**config.mk**
```make
export PLATFORM = sky130hd
export DESIGN_NAME = valu_top
export DESIGN_NICKNAME = d
export VERILOG_FILES = /design/src/rtl/valu_pkg.sv /design/src/rtl/valu_decode.sv /design/src/rtl/valu_lanes.sv /design/src/rtl/valu_writeback.sv /design/src/rtl/valu_top.sv
export SDC_FILE = /design/constraint.sdc
export NUM_CORES = 2
export LEC_CHECK = 0
export BUFFER_PORTS_ARGS = -buffer_cell sky130_fd_sc_hd__buf_4
export CAP_MARGIN = 0
export CORE_AREA = 2 2 230 459
export CTS_CLUSTER_SIZE = 28
export DETAILED_ROUTE_END_ITERATION = 12
export DIE_AREA = 0 0 232 461
export PLACE_DENSITY = 0.78
export REMOVE_ABC_BUFFERS = 1
export SYNTH_ARGS = -nofsm -noshare
export SYNTH_HDL_FRONTEND = slang
export SYNTH_SLANG_ARGS = --single-unit
```
**constraint.sdc**
```tcl
create_clock -name clk -period 10.56 [get_ports clk]
set_input_delay 1.056 -clock clk [delete_from_list [all_inputs] [get_ports clk]]
set_output_delay 1.056 -clock clk [all_outputs]
set_load 0.01 [all_outputs]
```
**src/rtl/valu_pkg.sv**
```systemverilog
`default_nettype none

package valu_pkg;

    // Register geometry
    localparam int VLEN  = 64;
    localparam int VLENB = VLEN / 8;

    typedef logic [VLEN-1:0]  vreg_t;
    typedef logic [VLENB-1:0] mask_t;
    typedef logic [4:0]       regaddr_t;
    typedef logic [5:0]       funct6_t;
    typedef logic [2:0]       funct3_t;
    typedef logic [31:0]      insn_t;

    // OP-V major opcode and the two supported operand categories
    localparam logic [6:0] OPCODE_OPV = 7'b1010111;
    localparam funct3_t    F3_OPIVV   = 3'b000;
    localparam funct3_t    F3_OPMVV   = 3'b010;

    // vtype.vsew, codes 011 and up are reserved here
    typedef enum logic [2:0] {
        EW8  = 3'b000,
        EW16 = 3'b001,
        EW32 = 3'b010
    } sew_e;

    typedef enum logic [4:0] {
        OP_ADD, OP_SUB, OP_RSUB,
        OP_AND, OP_OR, OP_XOR,
        OP_SLL, OP_SRL, OP_SRA,
        OP_MINU, OP_MIN, OP_MAXU, OP_MAX,
        OP_MSEQ, OP_MSNE, OP_MSLTU, OP_MSLT,
        OP_MSLEU, OP_MSLE, OP_MSGTU, OP_MSGT,
        OP_MUL, OP_MULH, OP_MULHU, OP_MULHSU,
        OP_ILLEGAL
    } valu_op_e;

    // Decode to execute
    typedef struct packed {
        valu_op_e op;
        sew_e     sew;
        vreg_t    vs2;
        vreg_t    vs1;
        vreg_t    vd_old;
        regaddr_t vd_addr;
        logic     illegal;
    } valu_req_t;

    // Execute to writeback
    typedef struct packed {
        vreg_t    data;
        mask_t    mask;
        logic     is_mask;
        logic     illegal;
        regaddr_t vd_addr;
        vreg_t    vd_old;
    } valu_res_t;

endpackage

`default_nettype wire

```
**src/rtl/valu_decode.sv**
```systemverilog
`timescale 1ns/1ps
`default_nettype none

module valu_decode (
    input  logic                clk,
    input  logic                rst_i,
    input  logic                valid_i,
    input  valu_pkg::insn_t     insn_i,
    input  valu_pkg::sew_e      vsew_i,
    input  valu_pkg::vreg_t     vs2_i,
    input  valu_pkg::vreg_t     vs1_i,
    input  valu_pkg::vreg_t     vd_old_i,
    output logic                req_valid_o,
    output valu_pkg::valu_req_t req_o
);
    import valu_pkg::*;

    funct6_t  f6;
    funct3_t  f3;
    valu_op_e op;
    logic     opcode_ok;
    logic     sew_ok;
    logic     mul_sew_bad;
    logic     illegal;

    assign f6 = insn_i[31:26];
    assign f3 = insn_i[14:12];

    // funct6 tables for OPIVV and OPMVV
    always_comb begin
        op = OP_ILLEGAL;
        if (f3 == F3_OPIVV) begin
            case (f6)
                6'b000000: op = OP_ADD;
                6'b000010: op = OP_SUB;
                6'b000011: op = OP_RSUB;
                6'b000100: op = OP_MINU;
                6'b000101: op = OP_MIN;
                6'b000110: op = OP_MAXU;
                6'b000111: op = OP_MAX;
                6'b001001: op = OP_AND;
                6'b001010: op = OP_OR;
                6'b001011: op = OP_XOR;
                6'b011000: op = OP_MSEQ;
                6'b011001: op = OP_MSNE;
                6'b011010: op = OP_MSLTU;
                6'b011011: op = OP_MSLT;
                6'b011100: op = OP_MSLEU;
                6'b011101: op = OP_MSLE;
                6'b011110: op = OP_MSGTU;
                6'b011111: op = OP_MSGT;
                6'b100101: op = OP_SLL;
                6'b101000: op = OP_SRL;
                6'b101001: op = OP_SRA;
                default:   op = OP_ILLEGAL;
            endcase
        end else if (f3 == F3_OPMVV) begin
            case (f6)
                6'b100100: op = OP_MULHU;
                6'b100101: op = OP_MUL;
                6'b100110: op = OP_MULHSU;
                6'b100111: op = OP_MULH;
                default:   op = OP_ILLEGAL;
            endcase
        end
    end

    assign opcode_ok   = (insn_i[6:0] == OPCODE_OPV);
    assign sew_ok      = vsew_i inside {EW8, EW16, EW32};
    // Multiplier only exists for byte lanes
    assign mul_sew_bad = (op inside {OP_MUL, OP_MULH, OP_MULHU, OP_MULHSU}) && (vsew_i != EW8);
    assign illegal     = !opcode_ok || (op == OP_ILLEGAL) || !sew_ok || mul_sew_bad;

    always_ff @(posedge clk) begin
        if (rst_i) begin
            req_valid_o <= 1'b0;
        end else begin
            req_valid_o <= valid_i;
        end
    end

    always_ff @(posedge clk) begin
        req_o.op      <= illegal ? OP_ILLEGAL : op;
        req_o.sew     <= vsew_i;
        req_o.vs2     <= vs2_i;
        req_o.vs1     <= vs1_i;
        req_o.vd_old  <= vd_old_i;
        req_o.vd_addr <= insn_i[11:7];
        req_o.illegal <= illegal;
    end

endmodule

`default_nettype wire

```
**src/rtl/valu_lanes.sv**
```systemverilog
`timescale 1ns/1ps
`default_nettype none

module valu_lanes (
    input  logic                clk,
    input  logic                rst_i,
    input  logic                req_valid_i,
    input  valu_pkg::valu_req_t req_i,
    output logic                res_valid_o,
    output valu_pkg::valu_res_t res_o
);
    import valu_pkg::*;

    vreg_t    a;
    vreg_t    b;
    valu_op_e op;

    // vs2 is the first operand, vs1 the second
    assign a  = req_i.vs2;
    assign b  = req_i.vs1;
    assign op = req_i.op;

    // Compare outcome from the equal and greater-than terms
    function automatic logic cmp_sel(valu_op_e f_op, logic eq, logic gtu, logic gts);
        case (f_op)
            OP_MSNE:  return !eq;
            OP_MSLTU: return !eq && !gtu;
            OP_MSLT:  return !eq && !gts;
            OP_MSLEU: return !gtu;
            OP_MSLE:  return !gts;
            OP_MSGTU: return gtu;
            OP_MSGT:  return gts;
            default:  return eq;
        endcase
    endfunction

    // High when min/max keeps the vs2 element
    function automatic logic keep_a(valu_op_e f_op, logic gtu, logic gts);
        case (f_op)
            OP_MINU: return !gtu;
            OP_MIN:  return !gts;
            OP_MAXU: return gtu;
            default: return gts;
        endcase
    endfunction

////////////////////////////////////////////////////////////////////////////
// Add / subtract
////////////////////////////////////////////////////////////////////////////

    logic  do_sub;
    vreg_t sum_a;
    vreg_t sum_b;
    vreg_t add_8;
    vreg_t add_16;
    vreg_t add_32;

    assign do_sub = op inside {OP_SUB, OP_RSUB};
    assign sum_a  = (op == OP_RSUB) ? b : a;
    // Invert and add one per lane, carry stays inside the element
    assign sum_b  = (op == OP_RSUB) ? ~a : (do_sub ? ~b : b);

    always_comb begin
        for (int i = 0; i < VLENB; i++)
            add_8[8*i +: 8] = sum_a[8*i +: 8] + sum_b[8*i +: 8] + {7'b0, do_sub};
        for (int i = 0; i < VLENB/2; i++)
            add_16[16*i +: 16] = sum_a[16*i +: 16] + sum_b[16*i +: 16] + {15'b0, do_sub};
        for (int i = 0; i < VLENB/4; i++)
            add_32[32*i +: 32] = sum_a[32*i +: 32] + sum_b[32*i +: 32] + {31'b0, do_sub};
    end

////////////////////////////////////////////////////////////////////////////
// Shifts, compares and min/max
////////////////////////////////////////////////////////////////////////////

    vreg_t sll_8, srl_8, sra_8, mm_8;
    vreg_t sll_16, srl_16, sra_16, mm_16;
    vreg_t sll_32, srl_32, sra_32, mm_32;
    logic [VLENB-1:0]   cmp_8;
    logic [VLENB/2-1:0] cmp_16;
    logic [VLENB/4-1:0] cmp_32;

    always_comb begin
        for (int i = 0; i < VLENB; i++) begin
            sll_8[8*i +: 8] = a[8*i +: 8] << b[8*i +: 3];
            srl_8[8*i +: 8] = a[8*i +: 8] >> b[8*i +: 3];
            sra_8[8*i +: 8] = $signed(a[8*i +: 8]) >>> b[8*i +: 3];
            cmp_8[i] = cmp_sel(op, a[8*i +: 8] == b[8*i +: 8], a[8*i +: 8] > b[8*i +: 8],
                               $signed(a[8*i +: 8]) > $signed(b[8*i +: 8]));
            mm_8[8*i +: 8] = keep_a(op, a[8*i +: 8] > b[8*i +: 8],
                                    $signed(a[8*i +: 8]) > $signed(b[8*i +: 8]))
                             ? a[8*i +: 8] : b[8*i +: 8];
        end
        for (int i = 0; i < VLENB/2; i++) begin
            sll_16[16*i +: 16] = a[16*i +: 16] << b[16*i +: 4];
            srl_16[16*i +: 16] = a[16*i +: 16] >> b[16*i +: 4];
            sra_16[16*i +: 16] = $signed(a[16*i +: 16]) >>> b[16*i +: 4];
            cmp_16[i] = cmp_sel(op, a[16*i +: 16] == b[16*i +: 16], a[16*i +: 16] > b[16*i +: 16],
                                $signed(a[16*i +: 16]) > $signed(b[16*i +: 16]));
            mm_16[16*i +: 16] = keep_a(op, a[16*i +: 16] > b[16*i +: 16],
                                       $signed(a[16*i +: 16]) > $signed(b[16*i +: 16]))
                                ? a[16*i +: 16] : b[16*i +: 16];
        end
        for (int i = 0; i < VLENB/4; i++) begin
            sll_32[32*i +: 32] = a[32*i +: 32] << b[32*i +: 5];
            srl_32[32*i +: 32] = a[32*i +: 32] >> b[32*i +: 5];
            sra_32[32*i +: 32] = $signed(a[32*i +: 32]) >>> b[32*i +: 5];
            cmp_32[i] = cmp_sel(op, a[32*i +: 32] == b[32*i +: 32], a[32*i +: 32] > b[32*i +: 32],
                                $signed(a[32*i +: 32]) > $signed(b[32*i +: 32]));
            mm_32[32*i +: 32] = keep_a(op, a[32*i +: 32] > b[32*i +: 32],
                                       $signed(a[32*i +: 32]) > $signed(b[32*i +: 32]))
                                ? a[32*i +: 32] : b[32*i +: 32];
        end
    end

////////////////////////////////////////////////////////////////////////////
// Byte multiply
////////////////////////////////////////////////////////////////////////////

    logic  sign_a;
    logic  sign_b;
    vreg_t mul_res;

    // vmulh treats both as signed, vmulhsu only vs2
    assign sign_a = op inside {OP_MULH, OP_MULHSU};
    assign sign_b = (op == OP_MULH);

    always_comb begin
        for (int i = 0; i < VLENB; i++) begin
            automatic logic signed [17:0] prod;
            prod = $signed({sign_a & a[8*i+7], a[8*i +: 8]})
                 * $signed({sign_b & b[8*i+7], b[8*i +: 8]});
            mul_res[8*i +: 8] = (op == OP_MUL) ? prod[7:0] : prod[15:8];
        end
    end

////////////////////////////////////////////////////////////////////////////
// Width and result select
////////////////////////////////////////////////////////////////////////////

    vreg_t data;
    mask_t mask;
    vreg_t add_r, sll_r, srl_r, sra_r, mm_r;
    vreg_t body_en;

    always_comb begin
        case (req_i.sew)
            EW8: begin
                {add_r, sll_r, srl_r, sra_r, mm_r} = {add_8, sll_8, srl_8, sra_8, mm_8};
                mask    = cmp_8;
                body_en = vreg_t'(8'hFF);
            end
            EW16: begin
                {add_r, sll_r, srl_r, sra_r, mm_r} = {add_16, sll_16, srl_16, sra_16, mm_16};
                mask    = {4'b0, cmp_16};
                body_en = vreg_t'(8'h0F);
            end
            default: begin
                {add_r, sll_r, srl_r, sra_r, mm_r} = {add_32, sll_32, srl_32, sra_32, mm_32};
                mask    = {6'b0, cmp_32};
                body_en = vreg_t'(8'h03);
            end
        endcase
    end

    // For compares the data field carries which mask bits are elements
    always_comb begin
        case (op)
            OP_AND:                                    data = a & b;
            OP_OR:                                     data = a | b;
            OP_XOR:                                    data = a ^ b;
            OP_SLL:                                    data = sll_r;
            OP_SRL:                                    data = srl_r;
            OP_SRA:                                    data = sra_r;
            OP_MINU, OP_MIN, OP_MAXU, OP_MAX:          data = mm_r;
            OP_MUL, OP_MULH, OP_MULHU, OP_MULHSU:      data = mul_res;
            OP_MSEQ, OP_MSNE, OP_MSLTU, OP_MSLT,
            OP_MSLEU, OP_MSLE, OP_MSGTU, OP_MSGT:      data = body_en;
            default:                                   data = add_r;
        endcase
    end

    always_ff @(posedge clk) begin
        if (rst_i) begin
            res_valid_o <= 1'b0;
        end else begin
            res_valid_o <= req_valid_i;
        end
    end

    always_ff @(posedge clk) begin
        res_o.data    <= data;
        res_o.mask    <= mask;
        res_o.is_mask <= op inside {[OP_MSEQ:OP_MSGT]};
        res_o.illegal <= req_i.illegal;
        res_o.vd_addr <= req_i.vd_addr;
        res_o.vd_old  <= req_i.vd_old;
    end

endmodule

`default_nettype wire

```
**src/rtl/valu_writeback.sv**
```systemverilog
`timescale 1ns/1ps
`default_nettype none

module valu_writeback (
    input  logic                clk,
    input  logic                rst_i,
    input  logic                res_valid_i,
    input  valu_pkg::valu_res_t res_i,
    output logic                valid_o,
    output logic                illegal_o,
    output valu_pkg::regaddr_t  vd_addr_o,
    output valu_pkg::vreg_t     vd_data_o
);
    import valu_pkg::*;

    vreg_t merged;
    vreg_t vd_next;

    // Mask body replaces old vd bits, tail stays undisturbed
    always_comb begin
        merged = res_i.vd_old;
        for (int i = 0; i < VLENB; i++) begin
            if (res_i.data[i]) begin
                merged[i] = res_i.mask[i];
            end
        end
    end

    always_comb begin
        if (res_i.illegal) begin
            vd_next = '0;
        end else if (res_i.is_mask) begin
            vd_next = merged;
        end else begin
            vd_next = res_i.data;
        end
    end

    always_ff @(posedge clk) begin
        if (rst_i) begin
            valid_o   <= 1'b0;
            illegal_o <= 1'b0;
        end else begin
            valid_o   <= res_valid_i;
            illegal_o <= res_valid_i && res_i.illegal;
        end
    end

    always_ff @(posedge clk) begin
        vd_addr_o <= res_i.vd_addr;
        vd_data_o <= vd_next;
    end

endmodule

`default_nettype wire

```
**src/rtl/valu_top.sv**
```systemverilog
`timescale 1ns/1ps
`default_nettype none

module valu_top (
    input  logic               clk,
    input  logic               rst_i,
    input  logic               valid_i,
    input  valu_pkg::insn_t    insn_i,
    input  valu_pkg::sew_e     vsew_i,
    input  valu_pkg::vreg_t    vs2_i,
    input  valu_pkg::vreg_t    vs1_i,
    input  valu_pkg::vreg_t    vd_old_i,
    output logic               valid_o,
    output logic               illegal_o,
    output valu_pkg::regaddr_t vd_addr_o,
    output valu_pkg::vreg_t    vd_data_o
);
    import valu_pkg::*;

    logic      req_valid;
    valu_req_t req;
    logic      res_valid;
    valu_res_t res;

    // Three registered stages, one instruction per cycle
    valu_decode u_decode (
        .clk         (clk),
        .rst_i       (rst_i),
        .valid_i     (valid_i),
        .insn_i      (insn_i),
        .vsew_i      (vsew_i),
        .vs2_i       (vs2_i),
        .vs1_i       (vs1_i),
        .vd_old_i    (vd_old_i),
        .req_valid_o (req_valid),
        .req_o       (req)
    );

    valu_lanes u_lanes (
        .clk         (clk),
        .rst_i       (rst_i),
        .req_valid_i (req_valid),
        .req_i       (req),
        .res_valid_o (res_valid),
        .res_o       (res)
    );

    valu_writeback u_writeback (
        .clk         (clk),
        .rst_i       (rst_i),
        .res_valid_i (res_valid),
        .res_i       (res),
        .valid_o     (valid_o),
        .illegal_o   (illegal_o),
        .vd_addr_o   (vd_addr_o),
        .vd_data_o   (vd_data_o)
    );

endmodule

`default_nettype wire

```
==> flow_metrics.py, run 1 <==
metrics = {
    "cts": {
        "cts_buffers": 41,
        "cts_buffer_depth": 3,
        "htree_levels": 2,
        "cts_root_buf": "clkbuf_16",
        "cts_setup_buffers": 0,
        "cts_resized": 0,
        "holdBufCountCts": 0,
        "clock_sinks": 422,
    },
    "yosys": {
        "yosysUniqueCellTypes": 101,
        "ys_warn_count": 0,
        "ys.flop_type": "dfxtp_1",
        "syn_avg_cell_area_sq_um": 7.72,
        "ys_seq_elements": 422,
        "yosys.area.top_type": "fa_1",
        "async_flop_share_pct": 0,
        "syn_area_sq_um": 61800,
        "synth_top_area_share_pct": 16.6,
        "syn_inst": 8002,
        "synth-seq-area-share_pct": 13.7,
        "synth.area.top_cells": "fa_1, dfxtp_1, ha_1",
        "synth_edf_count": 0,
    },
    "die": {
        "die_y_um": 461,
        "fp.dieW_um": 232,
        "initial_core_util_pct": 59.8,
        "fp-row-count": 167,
        "ios": 301,
    },
    "grt": {
        "track_usage_pct": 74.3,
        "grt_pass1_wl_um": 587000,
        "grt-ovfl-total": 478,
        "grt_pass1_vias": 76600,
        "grt_max_degree": 110,
    },
    "status": {
        "lastStage": "5_1_grt",
        "error_line": "[ERROR GRT-0116] Global routing finished with congestion. Check the congestion regions in the DRC Viewer.",
        "status": "did not finish",
    },
    "placed_design": {
        "hpwl_um": 248000,
        "dpl_worst_slack_ns": 2.52,
        "place_congestion": 1.30,
        "io_buffers": 289,
        "placed_cells": 9276,
    },
}
[logic make-up after synthesis]
group | synth area share (%)
simple gates | 15.7
compound gates | 22.3
buf+inv | 8.89
fa+ha+maj | 27.4
flops | 13.7
mux | 8.32
xor+xnor | 3.64
[cell usage after synthesis (all sizes together), types with 23 or more instances]
cell and number:
mux4 73, mux2i 294, clkbuf 458, o31ai 32, nand2 773, a211oi 100
inv 824, a21boi 30, a31oi 76, nand2b 53, mux2 49, a21o 73
xnor2 200, o311ai 42, nor4 38, a311oi 27, buf 117, o211ai 79
and2 25, o2111ai 39, clkinv 53, fa 513, nand3 146, a21oi 589
dfxtp 422, nor2 910, a221oi 76, o22ai 83, ha 535, o21ai 549
or2 23, o221ai 49, nor3 144, nor2b 46, o21a 36, xor2 57
nand4 30, a22oi 51
[layer usage]
metal	global-route usage [%]	GRT overflow
met1	72.3	6
met2	94.1	255
met3	55.3	6
met4	77.7	211
met5	23.6	0
[metrics by stage]
stage	cell area (sq um)	utilization, %
2_1_floorplan	59600	-
3_3_place_gp	65200	63.1
3_5_place_dp	65200	63.1
4_1_cts	66700	64.4
==> run 2: changes to the inputs <==
--- a/config.mk
+++ b/config.mk
@@ -7,11 +7,10 @@
 export LEC_CHECK = 0
 export BUFFER_PORTS_ARGS = -buffer_cell sky130_fd_sc_hd__buf_4
 export CAP_MARGIN = 0
-export CORE_AREA = 2 2 230 459
-export CTS_CLUSTER_SIZE = 28
+export CORE_AREA = 2 2 397 399
 export DETAILED_ROUTE_END_ITERATION = 12
-export DIE_AREA = 0 0 232 461
-export PLACE_DENSITY = 0.78
+export DIE_AREA = 0 0 399 401
+export PLACE_DENSITY_LB_ADDON = 0.15
 export REMOVE_ABC_BUFFERS = 1
 export SYNTH_ARGS = -nofsm -noshare
 export SYNTH_HDL_FRONTEND = slang
==> run 2 against run 1 <==
Net effect: the run now ends clean; synthesized cell count is the same; synthesized area stayed put.
==> flow_metrics.py, run 2 <==
metrics = {
    "status": {
        "status": "complete, no violations",
    },
    "sta": {
        "setup_ws_ns": 2.35,
        "worst_slew_pin_slew_ns": 1.43,
        "hold_viol_final": 0,
        "relSlewSlack_pct": 4.18,
        "finalSetupViolations": 0,
        "fmax_mhz": 122,
        "post-route-period-util_pct": 77.7,
        "post-route-min-period_ns": 8.21,
        "final.setup.tns_ns": 0,
        "whs_ns": 0.319,
        "slew_violations": 0,
        "skew_ns": 0.0520,
        "grt_setup_unrepaired": "no",
    },
    "die": {
        "fp.dieW_um": 399,
        "dieArea_sq_um": 160000,
        "die_y_um": 401,
        "initial_core_util_pct": 39.7,
        "fp-row-count": 145,
        "ios": 301,
        "core_area_sq_um": 156000,
    },
    "final_layout": {
        "final_common_cell": "nor2_1",
        "final_area_sq_um": 67900,
        "nets": 9247,
        "drive_gt1_share_pct": 10.2,
        "instances_no_fill": 10100,
        "syn_to_final_growth_pct": 9.80,
        "post-route-util_pct": 43.6,
        "reg_top3": "u_decode.req_o: 206 flops, u_lanes.res_o: 143 flops, u_writeback.vd_data_o: 64 flops",
        "seq_area_sq_um": 8490,
        "largest_reg_flops": 206,
        "fill_cells": 16000,
        "multiInputGateArea_sq_um": 48000,
        "regMostFlops": "u_decode.req_o",
        "mostFrequentLayoutCells": "nor2_1, inv_1, nand2_1",
    },
    "placed_design": {
        "hpwl_um": 216000,
        "io_buffers": 289,
        "dpl_worst_slack_ns": 2.51,
        "placed_cells": 9972,
        "placed_area_sq_um": 66100,
        "place_congestion": 1.03,
    },
    "yosys": {
        "synth_edf_count": 0,
        "syn_avg_cell_area_sq_um": 7.72,
        "syn_area_sq_um": 61800,
        "synth-seq-area-share_pct": 13.7,
        "synth.most_common_cell": "nor2_1",
        "ys_warn_count": 0,
        "synth_top_area_share_pct": 16.6,
        "syn_inst": 8002,
        "yosys.area.top_type": "fa_1",
        "synthTopCellsByCount": "nor2_1, inv_1, nand2_1",
        "yosysUniqueCellTypes": 101,
        "async_flop_share_pct": 0,
        "ys.flop_type": "dfxtp_1",
        "ys_seq_elements": 422,
        "synth.area.top_cells": "fa_1, dfxtp_1, ha_1",
    },
    "power": {
        "power_density_nw_per_um2": 123,
        "power_leakage_nw": 30.4,
        "ir_worst_vdd_mv": 0.134,
        "finalPower_mw": 8.37,
    },
    "cts": {
        "tritoncts": "yes",
        "htree_levels": 2,
        "cts_setup_buffers": 0,
        "holdBufCountCts": 0,
        "cts_resized": 0,
        "cts_buffer_depth": 3,
        "clkLatencyLatePin_ns": 0.74,
        "cts_buffers": 53,
        "cts_root_buf": "clkbuf_16",
        "clock_sinks": 422,
        "clk_pin_slew_ns": 0.07,
    },
    "worst_setup_path": {
        "crit_type": "flop to flop",
        "crit_top_cell": "fa_1",
        "path_cells": "or2_2 > nor3_2 > buf_4 > nor2_4 > buf_4 > nor2_1 > fa_1 > inv_1 > fa_1 > inv_1 > fa_1 > fa_1 > ha_1 > ha_1 > o2111ai_1 > nand4b_1 > a21o_1 > a21oi_1 > o21ai_0 > xnor2_1 > a2111oi_0 > o211ai_1",
        "max_stage_delay_ns": 0.87,
        "crit_buf_inv": 4,
        "worst_path_max_delay_cell": "dfxtp_1",
        "cp_top_family": "adder cells",
        "critPathMaxFanout": 15,
        "cp.required_ns": 11.10,
        "start_kind": "flop",
        "critPathArrivalTime_ns": 8.75,
        "cp-end-kind": "flop",
    },
    "grt": {
        "grt_pass1_vias": 62100,
        "grt_max_degree": 93,
        "grt_pass1_wl_um": 429000,
        "grt-ovfl-total": 0,
        "track_usage_pct": 36.2,
        "grt_antenna_before_repair": 16,
    },
    "routing": {
        "postRouteAntennaNets": 0,
        "wire_per_inst_um": 29.5,
        "remaining_drc_errors": 0,
        "wl_um": 297000,
        "drt-initial-drc-count": 8258,
        "drt-pass1-iter-count": 6,
        "vias_per_cell": 6.29,
        "via_count": 63400,
    },
    "hold_path": {
        "min_path_type": "flop to flop",
    },
    "run": {
        "max_cap_violations": 0,
    },
}
-- run 2: cell counts after synthesis --
No cell type changed its count.
-- run 2: metal layers --
layer	wire, um	track usage (%)	vias to the layer above
met5	123	0	-
met4	22000	22.1	16
met3	31200	7.86	978
met2	132000	56.6	3948
met1	113000	45.3	30900
li1	-	-	27600
-- run 2: where the power goes --
part | internal (mW) | switching, mW
sequential | 1.71 | 0.130
clock | 1.05 | 0.880
combinational | 1.73 | 2.88
-- run 2: cell type report --
type / count / area share, %
clock buffer: 65 / 2.12
tap: 2058 / 3.79
inverter: 877 / 4.85
sequential: 422 / 12.5
clock inverter: 35 / 0.535
timing repair buffer: 487 / 5.42
antenna: 5 / 0.0184
multi-input combinational: 6128 / 70.8
-- run 2: worst paths after layout --
path                       startpoint            endpoint  slack, ns  depth (start not counted)
setup / recovery  u_decode.req_o[202]  u_lanes.res_o[102]       2.35                         22
hold reg to reg    u_decode.req_o[26]   u_lanes.res_o[20]       0.32                          0
setup reg to reg  u_decode.req_o[202]  u_lanes.res_o[102]       2.35                         22
hold / removal     u_decode.req_o[26]   u_lanes.res_o[20]       0.32                          0
-- run 2: logic make-up after synthesis --
logic type      after synthesis  share of synthesized area, %
flops                       422                          13.7
compound gates             2144                          22.3
mux                         416                          8.32
fa+ha+maj                  1048                          27.4
simple gates               2263                          15.7
buf+inv                    1452                          8.89
xor+xnor                    257                          3.64
-- run 2: worst reg2reg max path, stage by stage (launching register included) --
cell,delay (ns)
dfxtp_1,0.87
or2_2,0.38
nor3_2,0.07
buf_4,0.25
nor2_4,0.51
buf_4,0.52
nor2_1,0.19
fa_1,0.73
inv_1,0.17
fa_1,0.55
inv_1,0.05
fa_1,0.50
fa_1,0.50
ha_1,0.32
ha_1,0.36
o2111ai_1,0.14
nand4b_1,0.19
a21o_1,0.24
a21oi_1,0.22
o21ai_0,0.17
xnor2_1,0.19
a2111oi_0,0.75
o211ai_1,0.17
Power figures use the tool's default switching activity.
